--- src/hdl/soc_cfg_pkg.sv ---
// SoC configuration constants for the test harness
// Address map region codes, bus widths, ROM pattern and CLINT offsets

`default_nettype none

package soc_cfg_pkg;

  // ----------------------------------------------------------
  // Bus widths
  // ----------------------------------------------------------
  localparam int unsigned DataWidth = 32;
  localparam int unsigned ByteLanes = DataWidth / 8;
  localparam int unsigned AddrWidth = 32;

  // ----------------------------------------------------------
  // Address map
  // ----------------------------------------------------------
  // Region code lives in the top four address bits
  localparam logic [3:0] RegionRom   = 4'h0;
  localparam logic [3:0] RegionClint = 4'h2;
  localparam logic [3:0] RegionSram  = 4'h8;

  // Boot ROM pattern
  localparam int unsigned RomWords = 16;
  localparam logic [15:0] RomTag   = 16'hB007;

  // CLINT register byte offsets
  localparam int unsigned ClintMsipOff = 0;
  localparam int unsigned ClintCmpOff  = 4;
  localparam int unsigned ClintTimeOff = 8;

endpackage

`default_nettype wire
--- src/hdl/bus_pkg.sv ---
// Shared bus types for masters, fabric and targets
// Address union, request and response structs, target select enum
// Byte-enable merge helper used by the writable targets

`default_nettype none

package bus_pkg;
  import soc_cfg_pkg::*;

  localparam int unsigned RegionWidth  = 4;
  localparam int unsigned ByteOffWidth = 2;
  localparam int unsigned WordIdxWidth = AddrWidth - RegionWidth - ByteOffWidth;

  // Address split as the fabric and targets see it
  typedef struct packed {
    logic [RegionWidth-1:0]  region;
    logic [WordIdxWidth-1:0] word_idx;
    logic [ByteOffWidth-1:0] byte_off;
  } bus_addr_fields_t;

  typedef union packed {
    logic [AddrWidth-1:0] raw;
    bus_addr_fields_t     f;
  } bus_addr_u;

  typedef struct packed {
    logic                 we;
    bus_addr_u            addr;
    logic [ByteLanes-1:0] be;
    logic [DataWidth-1:0] wdata;
  } bus_req_t;

  typedef struct packed {
    logic [DataWidth-1:0] rdata;
    logic                 err;
  } bus_rsp_t;

  typedef enum logic [1:0] {
    TargetRom,
    TargetClint,
    TargetSram,
    TargetNone
  } target_e;

  // Replace the enabled byte lanes of old_data with new_data
  function automatic logic [DataWidth-1:0] apply_be(
    logic [DataWidth-1:0] old_data,
    logic [DataWidth-1:0] new_data,
    logic [ByteLanes-1:0] be
  );
    logic [DataWidth-1:0] merged;
    merged = old_data;
    for (int b = 0; b < ByteLanes; b++) begin
      if (be[b]) begin
        merged[8*b +: 8] = new_data[8*b +: 8];
      end
    end
    return merged;
  endfunction

endpackage

`default_nettype wire

--- src/hdl/clint_timer.sv ---
// Core-local interruptor with msip, mtimecmp and mtime registers
// Software and timer interrupt outputs come straight from the registers

`timescale 1ns/1ps
`default_nettype none

module clint_timer
  import soc_cfg_pkg::*;
  import bus_pkg::*;
(
  input  logic     clk_i,
  input  logic     rst_ni,
  input  logic     rtc_i,
  input  logic     sel_i,
  input  bus_req_t req_i,
  output bus_rsp_t rsp_o,
  output logic     timer_irq_o,
  output logic     ipi_o
);

  logic                 msip_q;
  logic [DataWidth-1:0] mtimecmp_q;
  logic [DataWidth-1:0] mtime_q;
  logic [DataWidth-1:0] msip_word;
  logic [DataWidth-1:0] msip_new;
  logic                 hit_msip;
  logic                 hit_cmp;
  logic                 hit_time;
  logic                 wr;
  bus_rsp_t             rd_rsp;
  bus_rsp_t             rsp_q;

  // ----------------------------------------------------------
  // Register decode
  // ----------------------------------------------------------
  assign hit_msip = req_i.addr.f.word_idx == WordIdxWidth'(ClintMsipOff / ByteLanes);
  assign hit_cmp  = req_i.addr.f.word_idx == WordIdxWidth'(ClintCmpOff / ByteLanes);
  assign hit_time = req_i.addr.f.word_idx == WordIdxWidth'(ClintTimeOff / ByteLanes);
  assign wr       = sel_i & req_i.we;

  assign msip_word = {{(DataWidth-1){1'b0}}, msip_q};
  assign msip_new  = apply_be(msip_word, req_i.wdata, req_i.be);

  // Read data reflects the value before any write in the same access
  always_comb begin
    rd_rsp.rdata = '0;
    rd_rsp.err   = 1'b0;
    if (hit_msip) begin
      rd_rsp.rdata = msip_word;
    end else if (hit_cmp) begin
      rd_rsp.rdata = mtimecmp_q;
    end else if (hit_time) begin
      rd_rsp.rdata = mtime_q;
    end else begin
      rd_rsp.err = 1'b1;
    end
  end

  // ----------------------------------------------------------
  // Registers
  // ----------------------------------------------------------
  always_ff @(posedge clk_i or negedge rst_ni) begin
    if (!rst_ni) begin
      msip_q     <= 1'b0;
      mtimecmp_q <= '1;
      mtime_q    <= '0;
      rsp_q      <= '0;
    end else begin
      if (wr && hit_msip) begin
        msip_q <= msip_new[0];
      end
      if (wr && hit_cmp) begin
        mtimecmp_q <= apply_be(mtimecmp_q, req_i.wdata, req_i.be);
      end
      // Bus write wins over the rtc tick
      if (wr && hit_time) begin
        mtime_q <= apply_be(mtime_q, req_i.wdata, req_i.be);
      end else if (rtc_i) begin
        mtime_q <= mtime_q + 1'b1;
      end
      if (sel_i) begin
        rsp_q <= rd_rsp;
      end
    end
  end

  assign rsp_o       = rsp_q;
  assign ipi_o       = msip_q;
  assign timer_irq_o = mtime_q >= mtimecmp_q;

endmodule

`default_nettype wire

--- config.mk ---
export PLATFORM = sky130hd
export DESIGN_NAME = clint_timer
export DESIGN_NICKNAME = d
export VERILOG_FILES = /design/src/hdl/soc_cfg_pkg.sv /design/src/hdl/bus_pkg.sv /design/src/hdl/clint_timer.sv
export SDC_FILE = /design/constraint.sdc
export NUM_CORES = 1
export LEC_CHECK = 0
export BUFFER_PORTS_ARGS = -buffer_cell sky130_fd_sc_hd__buf_2
export CELL_PAD_IN_SITES_DETAIL_PLACEMENT = 0
export CELL_PAD_IN_SITES_GLOBAL_PLACEMENT = 1
export CORE_ASPECT_RATIO = 1.5
export CORE_MARGIN = 1.5
export CORE_UTILIZATION = 46
export CTS_CLUSTER_DIAMETER = 30
export DETAILED_ROUTE_END_ITERATION = 10
export HOLD_SLACK_MARGIN = 0.12
export PLACE_DENSITY = 0.95
export SLEW_MARGIN = 20
export SYNTH_ARGS = -nofsm -noshare
export SYNTH_HDL_FRONTEND = slang
export SYNTH_SLANG_ARGS = --single-unit
--- constraint.sdc ---
create_clock -name clk_i -period 5.8 [get_ports clk_i]
set_input_delay 1.16 -clock clk_i [delete_from_list [all_inputs] [get_ports clk_i]]
set_output_delay 1.16 -clock clk_i [all_outputs]
set_load 0.05 [all_outputs]
Word level (Yosys, flattened, before mapping). Index checks and enable logic that the tools add are counted.

Input bits: 73. Output and inout bits: 35. Logic and storage cells: 46. Register bits: 98.

Multiplexer cells: 12. Bitwise operators: 1. Order comparisons: 1. Add/sub/neg operators: 1. Eq/ne operators: 6. Reductions and logical operators: 14.

Operator list (number): 32-bit 2-to-1 mux (5); 32-bit by 1-bit adder with 32-bit output (second input constant) (1); 32-bit greater-or-equal comparator (1); 8-bit 2-to-1 mux (4); 26-bit by 1-bit == test with 1-bit output (second input constant) (1); 26-bit by 2-bit == test with 1-bit output (second input constant) (1); 26-bit zero test (1); 2-bit AND reduction (9); 2-bit != test (second input constant) (4); 1-bit logical AND (3); 1-bit 2-to-1 mux (3); 2-bit nonzero test (1); 1-bit bitwise AND (1).

Depth between registers and ports, before layout. Gate-level depths: netlist of run 1.

Depth in word-level cells: 4. Gate-level depth with buffers: 9. Depth with buffers taken out: 8.

Least setup slack after synthesis of run 1. No wires, ideal clock.

Path type: register -> output. From: register mtimecmp_q[2]. To: output port timer_irq_o. Setup slack: 2.052 ns. Stages on the path, launching flop included: 8. Required time: 4.640 ns. Arrival time: 2.588 ns. Path buffers: 0. Cell sequence: dfstp_2 -> inv_1 -> ha_1 -> o211ai_1 -> a2111o_1 -> a21oi_1 -> a2111oi_0 -> o21ai_0.

Longest elaborated chain between the ends: 1.

Ends and longest elaborated chain: from (decl) (RTL line clint_timer.sv:22) `logic [DataWidth-1:0] mtimecmp_q;`; from (signal assigned) (RTL line clint_timer.sv:73) `mtimecmp_q <= apply_be(mtimecmp_q, req_i.wdata, req_i.be);`; 32-bit greater-or-equal comparator (RTL line clint_timer.sv:89) `assign timer_irq_o = mtime_q >= mtimecmp_q;`; to (decl) (RTL line clint_timer.sv:17) `output logic timer_irq_o,`.

Every way passes these cells.

Worst setup path in the final report of run 1. Same ends and word-level chain as after synthesis.

==> results of run 1 <==
per-layer routing:
layer / wire length, µm / vias to the layer above / global-route usage, %
li1: - / 2314 / -
met1: 5940 / 2433 / 28.0
met2: 8280 / 135 / 43.6
met3: 599 / 41 / 3.77
met4: 507 / 0 / 11.9
met5: 0 / - / 0
power by group through the flow:
stage	clock network (W)	registers (W)	logic (W)
finish	0.000658	0.000750	0.000229
floorplan	0	0.000741	0.000148
detailed placement	0	0.000759	0.000226
global placement	0	0.000756	0.000221
CTS	0.000667	0.000747	0.000228
global route	0.000696	0.000753	0.000254
cell families after synthesis:
logic type | after synthesis
XOR/XNOR | 2
adder cells (fa/ha/maj) | 33
AND/OR/NAND/NOR | 164
flip-flops | 98
multiplexers | 37
buffers and inverters | 95
AO/OA/AOI/OAI | 152
layout make-up:
class	instances	area (µm²)
Sequential cell	98	2490
Tap cell	153	191
Inverter	68	255
Fill cell	1100	5380
Multi-Input combinational cell	388	2820
Timing Repair Buffer	107	553
Clock inverter	6	88.8
Clock buffer	10	239
registers in the layout, indices dropped and copies added, names as in the netlist:
register / count
mtime_q: 32
rsp_o: 33
ipi_o: 1
mtimecmp_q: 32
worst max path at each step:
stage	start	endpoint	cells past startpoint
final	mtimecmp_q[2]	timer_irq_o	8
after global placement	mtimecmp_q[2]	timer_irq_o	8
after global routing	mtimecmp_q[2]	timer_irq_o	8
after CTS	mtimecmp_q[2]	timer_irq_o	8
after detailed placement	mtimecmp_q[2]	timer_irq_o	8
after floorplan	mtimecmp_q[2]	timer_irq_o	7
synthesized netlist by cell type (10+ instances only):
cell	n	area [µm²]
dfrtp_1	66	1650
o22ai_1	33	206
nand4_1	12	75.1
dfstp_2	32	841
nand3_1	18	90.1
a211oi_1	15	113
a21oi_1	25	125
buf_2	15	75.1
nor3_1	13	65.1
nor2_1	37	139
ha_1	33	413
o21ai_0	10	50.1
mux2_2	32	360
a22oi_1	31	233
inv_1	68	255
nand2_1	43	161
metrics by stage:
step | util (%) | setup WS (ns) | cell area, µm² | total power (W)
floorplan | - | 2.05 | 5690 | 0.000889
global placement | 52.5 | 1.87 | 6310 | 0.000977
detailed placement | 52.5 | 1.94 | 6310 | 0.000985
CTS | 55.2 | 1.56 | 6640 | 0.00164
global route | 55.2 | 1.35 | 6640 | 0.00170
finish | 55.2 | 1.53 | 6640 | 0.00164
worst reg2reg max path, delay by kind of cell (launching register included):
family	cells	cell delay [ns]
AOI/OAI and AO/OA	1	0.53
adders and majority gates	1	0.23
DFF	1	0.45
and+or+nand+nor	4	1.24
==> metrics.md, run 1 <==
| Metric | Value |
|---|---|
| Number of diodes | 0 |
| Slew at the pin closest to its max-slew limit | 0.989 ns |
| Fin crit period | 4.27 ns |
| Hold-fix buffers at CTS | 0 |
| Max-Slew Margin vs Limit | between 30% and 40% |
| Setup TNS | 0 ns |
| Post-synth EDFFs | 0 |
| Initial antenna violation count | 0 |
| Commonest non-fill, non-tap cells in the layout | buf_2 (100), inv_1 (68), dfrtp_1 (66) |
| Area of the die | 13,100 µm² |
| YS warnings | 0 |
| Pwr Density | 247 nW/µm² |
| Area grow syn2layout | 16.6% |
| Worst-Skew Late Latency | about 0.35 ns |
| # DRC | 0 |
| Setup violations, final | 0 |
| Worst Hold End | rsp_o[1] |
| Hold slack | about 0.52 ns |
| Postcts setup bufs | 0 |
| Commonest non-fill, non-tap cell in the layout | buf_2 |
| Buffers on Ports | 101 |
| Via Count | between 4k and 5k |
| Worst Path Buf+Inv | 2 |
| Critical path launch point type | register |
| R2r startpoint | mtime_q[0] |
| Post-Synth XOR/XNOR Area | less than 1% |
| Sequential power share | between 40% and 50% |
| Starting Density | a little under half |
| Fmax achieved | roughly 230 MHz |
| Final cell count without fillers | 830 |
| Share of post-route cells with drive strength above 1 | between 30% and 40% |
| CP cell instances | inv_1 > ha_1 > a211oi_1 > a2111o_1 > a21oi_1 > a2111oi_0 > o21ai_0 > buf_2 |
| Clk pwr share | ~40% |
| Synthesized cell area | approximately 5700 µm² |
| Logic pwr share | between 10 and 15% |
| VDD IR-drop max | around 0.15 mV |
| Initial DRT Pass Iterations | 5 |
| Layout Skew | approximately 0.010 ns |
| Sequential area share after synthesis | 43.8% |
| Die width | approximately 94 µm |
| Asr flop ratio synth | 100% |
| Main synth FF type | dfrtp_1 |
| Slew Viols, Final | 0 |
| Syn Inst Count | 581 |
| Slowest Stage Delay on Critical Path | roughly 0.69 ns |
| Crit path DAT | 3.11 ns |
| Yosys reg bits | 98 |
| Largest family of logic cells by synthesized area | compound AO/OA/AOI/OAI gates |
| R2r worst-path depth | 6 |
| Hold path depth | 2 |
| 1st-iter DRT viols | 300 |
| Placed cells | slightly above 800 |
| Root buffer cell | clkbuf_16 |
| Global-route wire length before repair | about 25,000 µm |
| Final hold violations | 0 |
| Clock slew at reported path FFs | 0.07 ns |
| Unrepaired setup endpoints after global routing | no |
| Die Y | between 100 and 150 µm |
| CTS H-tree depth | 3 |
| CP max-delay cell | a2111oi_0 |
| Largest net degree at the start of global routing | 52 |
| CTS Buf Count | 9 |
| Area share of fa/ha/maj cells after synthesis | approximately 7.3% |
| Internal power | approximately 0.0012 W |
| Post-route ant nets | 0 |
| HPWL Detailed | about 11,000 µm |
| Core ar. | between 10,000 and 15,000 µm² |
| Sink Count | 98 |
| Synth Area in Simple Gates | between 10% and 20% |
| Total congestion overflow | 0 |
| I/O pins | ~110 |
| Max-Cap Viols | 0 |
| Crit share post-route | between 70% and 80% |
| Leak Pwr | 2.85 nW |
| Final net count | between 700 and 800 |
| Via-per-instance ratio | 5.93 |
| Aggregate routed wire length | approximately 15,000 µm |
| HP Class | reg -> reg |
| Reg-to-reg endpoint | mtime_q[18] |
| Mux cell area share after synthesis | about 7.3% |
| Synth unique cells | 57 |
| Gr usage total | around 24% |
| Worst Hold Launch | rsp_o[1] |
| Crit path max-delay family | compound AO/OA/AOI/OAI gates |
| CTS tree | built |
| # rows | 49 |
| Status | finished clean |
| Syn avg cell area | about 9.8 µm² |
| CP Max Fanout | 3 |
| CTS resizes | 0 |
| Crit end category | output port |
| Synthesized Nets | ~700 |
| Compound-Gate Fraction of Synth Area | between 10% and 20% |
| Net Switching | about 0.00046 W |
| Clk buf depth | 2 |
| Vias in the first global route | around 5.1k |
| Routed len/inst | between 15 and 20 µm |
| Gp weighted congestion | between 0.8 and 0.9 |
| Setup CP Type | reg -> out |
| Worst path required time | around 4.6 ns |
| Net Sw Frac | between 20 and 30% |
| Reg2Reg Setup Slack | between 3 and 4 ns |
(Power assumes the default switching activity.)
==> run 2, diff against run 1 <==
--- a/config.mk
+++ b/config.mk
@@ -10,11 +10,11 @@
 export CELL_PAD_IN_SITES_GLOBAL_PLACEMENT = 1
 export CORE_ASPECT_RATIO = 1.5
 export CORE_MARGIN = 1.5
-export CORE_UTILIZATION = 46
+export CORE_UTILIZATION = 39
 export CTS_CLUSTER_DIAMETER = 30
 export DETAILED_ROUTE_END_ITERATION = 10
 export HOLD_SLACK_MARGIN = 0.12
-export PLACE_DENSITY = 0.95
+export PLACE_DENSITY = 0.89
 export SLEW_MARGIN = 20
 export SYNTH_ARGS = -nofsm -noshare
 export SYNTH_HDL_FRONTEND = slang
==> constraint.sdc (replaced) <==
create_clock -name clk_i -period 3.72 [get_ports clk_i]
set_input_delay 0.744 -clock clk_i [delete_from_list [all_inputs] [get_ports clk_i]]
set_output_delay 0.744 -clock clk_i [all_outputs]
set_load 0.05 [all_outputs]
==> metrics.md, run 2 (synthesis results as in run 1) <==
| Metric | Value |
|---|---|
| Status | finished clean |
| R2r startpoint | mtime_q[1] |
| Crit share post-route | 95.1% |
| Root buffer cell | clkbuf_16 |
| Unrepaired setup endpoints after global routing | no |
| Pwr Density | 374 nW/µm² (+52%) |
| Final hold violations | 0 (unchanged) |
| Worst Setup EP | timer_irq_o |
| Fin crit period | about 3.5 ns |
| Total congestion overflow | 0 (unchanged) |
| CTS tree | built |
| Via Count | 4,997 (+1.5%) |
| Setup CP Type | reg -> out |
| Net Switching | 0.000710 W (+56%) |
| # DRC | 0 (unchanged) |
| Postcts setup bufs | 0 (unchanged) |
| Number of diodes | 0 (unchanged) |
| Post-route ant nets | 0 (unchanged) |
| Crit end category | output port |
| I/O pins | 108 (unchanged) |
| Gp weighted congestion | 0.873 (-1.1%) |
| Routed len/inst | 17.9 µm (-3.0%) |
| Clk buf depth | 2 (unchanged) |
| Internal power | 0.00181 W (+53%) |
| Vias in the first global route | 5,299 (+3.4%) |
| Commonest non-fill, non-tap cell in the layout | buf_2 |
| Area grow syn2layout | 18.3% |
| Worst path required time | 2.98 ns (-1.66 ns) |
| CP Max Fanout | 3 (unchanged) |
| CTS Buf Count | 9 (unchanged) |
| Max-Cap Viols | 0 (unchanged) |
| Max-Slew Margin vs Limit | 48.2% (+14 points) |
| Logic pwr share | 15.1% (+1.1 points) |
| HP Class | in -> async |
| Die width | 102 µm (+8.3%) |
| Reg2Reg Setup Slack | 1.12 ns (-2.11 ns) |
| Starting Density | 40.3% (-7.1 points) |
| # rows | 53 (+8.2%) |
| Clock slew at reported path FFs | 0.07 ns (about the same) |
| CTS H-tree depth | 3 (unchanged) |
| R2r worst-path depth | 7 (+1) |
| Aggregate routed wire length | 15,700 µm (+2.5%) |
| Slew at the pin closest to its max-slew limit | 0.770 ns (-0.218 ns) |
| Worst-Skew Late Latency | 0.36 ns (about the same) |
| VDD IR-drop max | 0.189 mV (+24%) |
| Sink Count | 98 (unchanged) |
| Reg-to-reg endpoint | mtime_q[22] |
| Buffers on Ports | 101 (unchanged) |
| Final net count | 786 (+1.0%) |
| Global-route wire length before repair | 25,600 µm (+1.8%) |
| Crit path DAT | 2.79 ns (-0.32 ns) |
| Leak Pwr | 2.89 nW (+1.5%) |
| Sequential power share | 46.2% (+0.4 points) |
| Core ar. | 14,100 µm² (+18%) |
| Place WS | 0.601 ns (-1.34 ns) |
| Share of post-route cells with drive strength above 1 | 31.7% (+0.66 points) |
| Layout Skew | 0.0128 ns (+0.00273 ns) |
| Area of the die | 15,300 µm² (+17%) |
| Gr usage total | 21.4% (-3.1 points) |
| Via-per-instance ratio | 5.70 (-3.9%) |
| Setup TNS | 0 ns (unchanged) |
| Fin util | 47.7% (-7.5 points) |
| Die Y | 151 µm (+8.4%) |
| PnR worst setup slack | 0.182 ns (-1.35 ns) |
| Initial antenna violation count | 0 (unchanged) |
| Net Sw Frac | 28.1% (+0.30 points) |
| Slew Viols, Final | 0 (unchanged) |
| Largest net degree at the start of global routing | 52 (unchanged) |
| Initial DRT Pass Iterations | 5 (unchanged) |
| HPWL Detailed | 11,900 µm (+4.8%) |
| Setup violations, final | 0 (unchanged) |
| Clk pwr share | 38.7% (-1.5 points) |
| Critical path launch point type | register |
| 1st-iter DRT viols | 308 (+2.7%) |
| Worst setup path startpoint | mtimecmp_q[2] |
| Commonest non-fill, non-tap cells in the layout | buf_2 (100), inv_1 (68), dfrtp_1 (66) |
| Largest register FFs | 33 (unchanged) |
| Fmax achieved | around 280 MHz |
-- run 2: cell count changes in the layout (fill, tap and decap cells not counted) --
cell and delta:
buf_12 +1, clkinv_2 +1, a2111oi_0 -1, clkbuf_8 +1
a2111oi_1 +1, clkinvlp_4 -2, buf_4 +7, clkbuf_1 +1
bufinv_16 -1
-- run 2: worst min path at each step --
| stage | cells past startpoint | end | start |
|---|---|---|---|
| after floorplan | 0 | ipi_o | rst_ni |
| after global placement | 2 | rsp_o[20] | rsp_o[20] |
| final | 1 | rsp_o[27] | rst_ni |
| after CTS | 1 | mtime_q[28] | rst_ni |
| after global routing | 1 | mtime_q[28] | rst_ni |
| after detailed placement | 2 | rsp_o[20] | rsp_o[20] |
-- run 2: worst max-delay path: stages, from the launching register on --
cell and delay, ns:
dfstp_2 0.54, inv_1 0.04, ha_1 0.29, o211ai_1 0.09
a2111o_1 0.44, a21oi_1 0.21, a2111oi_1 0.09, buf_4 0.16
o21ai_0 0.26, buf_2 0.32
-- run 2: cell type report --
class                           count  area [µm²]
Sequential cell                    98        2490
Fill cell                        1367        7390
Inverter                           68         255
Timing Repair Buffer              115         626
Tap cell                          192         240
Clock inverter                      4        48.8
Multi-Input combinational cell    388        2820
Clock buffer                       12         256
-- run 2: metrics by stage --
step | hold WS [ns] | instance area, µm² | std cells | power, W
after floorplan | 0.448 | 5690 | 581 | 0.00139
after CTS | 0.455 | 6740 | 877 | 0.00253
after detailed placement | 0.517 | 6430 | 861 | 0.00156
final | 0.422 | 6740 | 877 | 0.00252
after global placement | 0.512 | 6430 | 861 | 0.00155
after global routing | 0.475 | 6740 | 877 | 0.00263
-- run 2: metal layers --
layer  up-vias  GRT usage, %  wire length (µm)
li1       2346             -                 -
met1      2471          23.7              6220
met2       151          38.4              8500
met3        29          3.78               587
met4         0          11.3               395
met5         -             0                 0
-- run 2: what timing repair did --
item                       4_1_cts  5_1_grt
resized for setup                0        1
hold buffers                     0        0
setup endpoints to repair        0        1
-- run 2: power by group through the flow --
stage                     Sequential, W  Combinational, W  Clock, W
after CTS                       0.00116          0.000380  0.000984
after detailed placement        0.00118          0.000379         0
final                           0.00116          0.000381  0.000975
after global placement          0.00118          0.000370         0
after global routing            0.00117          0.000423   0.00103
after floorplan                 0.00116          0.000230         0
==> run 3, diff against run 2 <==
--- a/config.mk
+++ b/config.mk
@@ -6,11 +6,9 @@
 export NUM_CORES = 1
 export LEC_CHECK = 0
 export BUFFER_PORTS_ARGS = -buffer_cell sky130_fd_sc_hd__buf_2
-export CELL_PAD_IN_SITES_DETAIL_PLACEMENT = 0
-export CELL_PAD_IN_SITES_GLOBAL_PLACEMENT = 1
 export CORE_ASPECT_RATIO = 1.5
 export CORE_MARGIN = 1.5
-export CORE_UTILIZATION = 39
+export CORE_UTILIZATION = 51
 export CTS_CLUSTER_DIAMETER = 30
 export DETAILED_ROUTE_END_ITERATION = 10
 export HOLD_SLACK_MARGIN = 0.12
==> metrics.md, run 3 (synthesis results as in run 1) <==
| Metric | Value |
|---|---|
| Crit path max-delay family | compound AO/OA/AOI/OAI gates |
| Gr usage total | 28.3% (+6.9 points) |
| CP max-delay cell | dfstp_2 |
| Net Sw Frac | 27.7% (-0.43 points) |
| Largest net degree at the start of global routing | 60 (+15%) |
| Internal power | 0.00184 W (+1.4%) |
| Setup CP Type | reg -> out |
| Max-Slew Margin vs Limit | 45.5% (-2.8 points) |
| Hold-fix buffers at CTS | 0 (unchanged) |
| Vias in the first global route | 5,433 (+2.5%) |
| Slew Viols, Final | 0 (unchanged) |
| Gp weighted congestion | 0.911 (+4.3%) |
| Sink Count | 98 (unchanged) |
| Final net count | 785 (-0.13%) |
| Share of post-route cells with drive strength above 1 | 31.6% (-0.10 points) |
| Starting Density | 52.1% (+12 points) |
| Max-Cap Viols | 0 (unchanged) |
| Clock slew at reported path FFs | 0.07 ns (about the same) |
| Routed len/inst | 19.2 µm (+7.2%) |
| Aggregate routed wire length | 16,000 µm (+1.7%) |
| Clk buf depth | 2 (unchanged) |
| Multi-input gate area | 2820 µm² (unchanged) |
| CTS H-tree depth | 3 (unchanged) |
| I/O pins | 108 (unchanged) |
| Fmax achieved | 282 MHz (about the same) |
| Critical path launch point type | register |
| Worst path required time | 2.98 ns (about the same) |
| Register area | 2490 µm² (unchanged) |
| Post-layout instance area | 6670 µm² (-1.0%) |
| Die Y | 132 µm (-12%) |
| Global-route wire length before repair | 25,900 µm (+1.5%) |
| CTS Buf Count | 9 (unchanged) |
| 1st-iter DRT viols | 490 (+59%) |
| Setup violations, final | 0 (unchanged) |
| Crit share post-route | 95.2% (about the same) |
| Filler instances | 910 (-33%) |
| Worst-Skew Late Latency | 0.35 ns (about the same) |
| Initial DRT Pass Iterations | 6 (+1) |
| Initial antenna violation count | 1 (+1) |
| Worst Path Buf+Inv | 3 (unchanged) |
| Post-route ant nets | 0 (unchanged) |
| Placed inst area | 6360 µm² (-1.2%) |
| Via-per-instance ratio | 6.22 (+9.1%) |
| HPWL Detailed | 11,700 µm (-1.4%) |
| Root buffer cell | clkbuf_16 |
| CTS resizes | 0 (unchanged) |
| # rows | 47 (-11%) |
| Leak Pwr | 2.88 nW (-0.39%) |
| Clk pwr share | 39.1% (+0.4 points) |
| Placed cells | 815 (-5.3%) |
| Area of the die | 11,800 µm² (-23%) |
| Crit end category | output port |
| Total congestion overflow | 0 (unchanged) |
| Layout Skew | 0.00468 ns (-0.00814 ns) |
| Via Count | 5,174 (+3.5%) |
| Pwr Density | 381 nW/µm² (+1.8%) |
| Die width | 89.3 µm (-12%) |
| Final cell count without fillers | 832 (-5.1%) |
| CTS tree | built |
| Fin crit period | 3.54 ns (+0.00267 ns) |
| Commonest non-fill, non-tap cell in the layout | buf_2 |
| Slowest Stage Delay on Critical Path | 0.55 ns (about the same) |
| CP Max Fanout | 3 (unchanged) |
| Net Switching | 0.000704 W (-0.76%) |
| Slew at the pin closest to its max-slew limit | 0.811 ns (+0.0410 ns) |
| Status | finished clean |
| Logic pwr share | 14.9% (-0.2 points) |
| Final hold violations | 0 (unchanged) |
| # DRC | 0 (unchanged) |
| Area grow syn2layout | 17.2% |
| Unrepaired setup endpoints after global routing | no |
| Core ar. | 10,900 µm² (-23%) |
| Largest register FFs | 33 (unchanged) |
| Setup TNS | 0 ns (unchanged) |
| VDD IR-drop max | 0.270 mV (+43%) |
| Commonest non-fill, non-tap cells in the layout | buf_2 (100), inv_1 (68), dfrtp_1 (66) |
| Postcts setup bufs | 0 (unchanged) |
| HP Class | in -> async |
| Sequential power share | 46.0% (-0.2 points) |
| Buffers on Ports | 101 (unchanged) |
| Tot Pwr | 0.00254 W (+0.78%) |
| Crit path DAT | 2.80 ns (about the same) |
| CP cell instances | inv_1 > ha_1 > o211ai_1 > a2111o_1 > a21oi_1 > a2111oi_1 > buf_4 > o21ai_0 > buf_2 |
run 3: cell types whose count changed in the layout (fill, tap and decap cells not counted):
cell / delta
clkinvlp_4: +1
inv_6: -1
clkinv_2: +1
bufinv_16: +1
buf_12: -1
clkbuf_8: -2
diode_2: +1
run 3: through the flow:
stage / utilization (%) / hold WS [ns] / setup WS [ns]
CTS: 61.0 / 0.478 / 0.226
finish: 61.0 / 0.444 / 0.180
global placement: 58.1 / 0.511 / 0.617
detailed placement: 58.1 / 0.516 / 0.603
floorplan: - / 0.448 / 0.388
global route: 61.0 / 0.503 / 0.0582
run 3: final timing paths:
check / startpoint / end / slack (ns) / cells after the start
worst max register to register: mtime_q[1] / mtime_q[18] / 1.00 / 7
worst min register to register: rsp_o[8] / rsp_o[8] / 0.52 / 2
max in group asynchronous: rst_ni / mtimecmp_q[0] / 2.43 / 2
worst min-delay path: rst_ni / rsp_o[13] / 0.44 / 1
worst max-delay path: mtimecmp_q[2] / timer_irq_o / 0.18 / 9
min in group clk_i: rsp_o[8] / rsp_o[8] / 0.52 / 2
run 3: final cells by class:
type,count,share of cell area [%]
antenna,1,0.0375
clock buffer,10,3.43
clock inverter,6,1.24
inverter,68,3.83
multi-input combinational,388,42.3
sequential,98,37.4
tap,147,2.76
timing repair buffer,114,9.08
run 3: layer usage:
layer / global-route usage (%) / vias to the layer above / wire length [µm]
met3: 5.18 / 63 / 856
met1: 32.7 / 2536 / 5800
met4: 14.5 / 0 / 658
li1: - / 2328 / -
met2: 48.6 / 247 / 8650
met5: 0 / - / 0
run 3: power groups by stage:
stage | sequential, W | clock [W] | combinational [W]
2_1_floorplan | 0.00116 | 0 | 0.000230
3_3_place_gp | 0.00118 | 0 | 0.000356
3_5_place_dp | 0.00118 | 0 | 0.000369
4_1_cts | 0.00117 | 0.000999 | 0.000372
5_1_grt | 0.00118 | 0.00104 | 0.000414
6_report | 0.00117 | 0.000994 | 0.000377
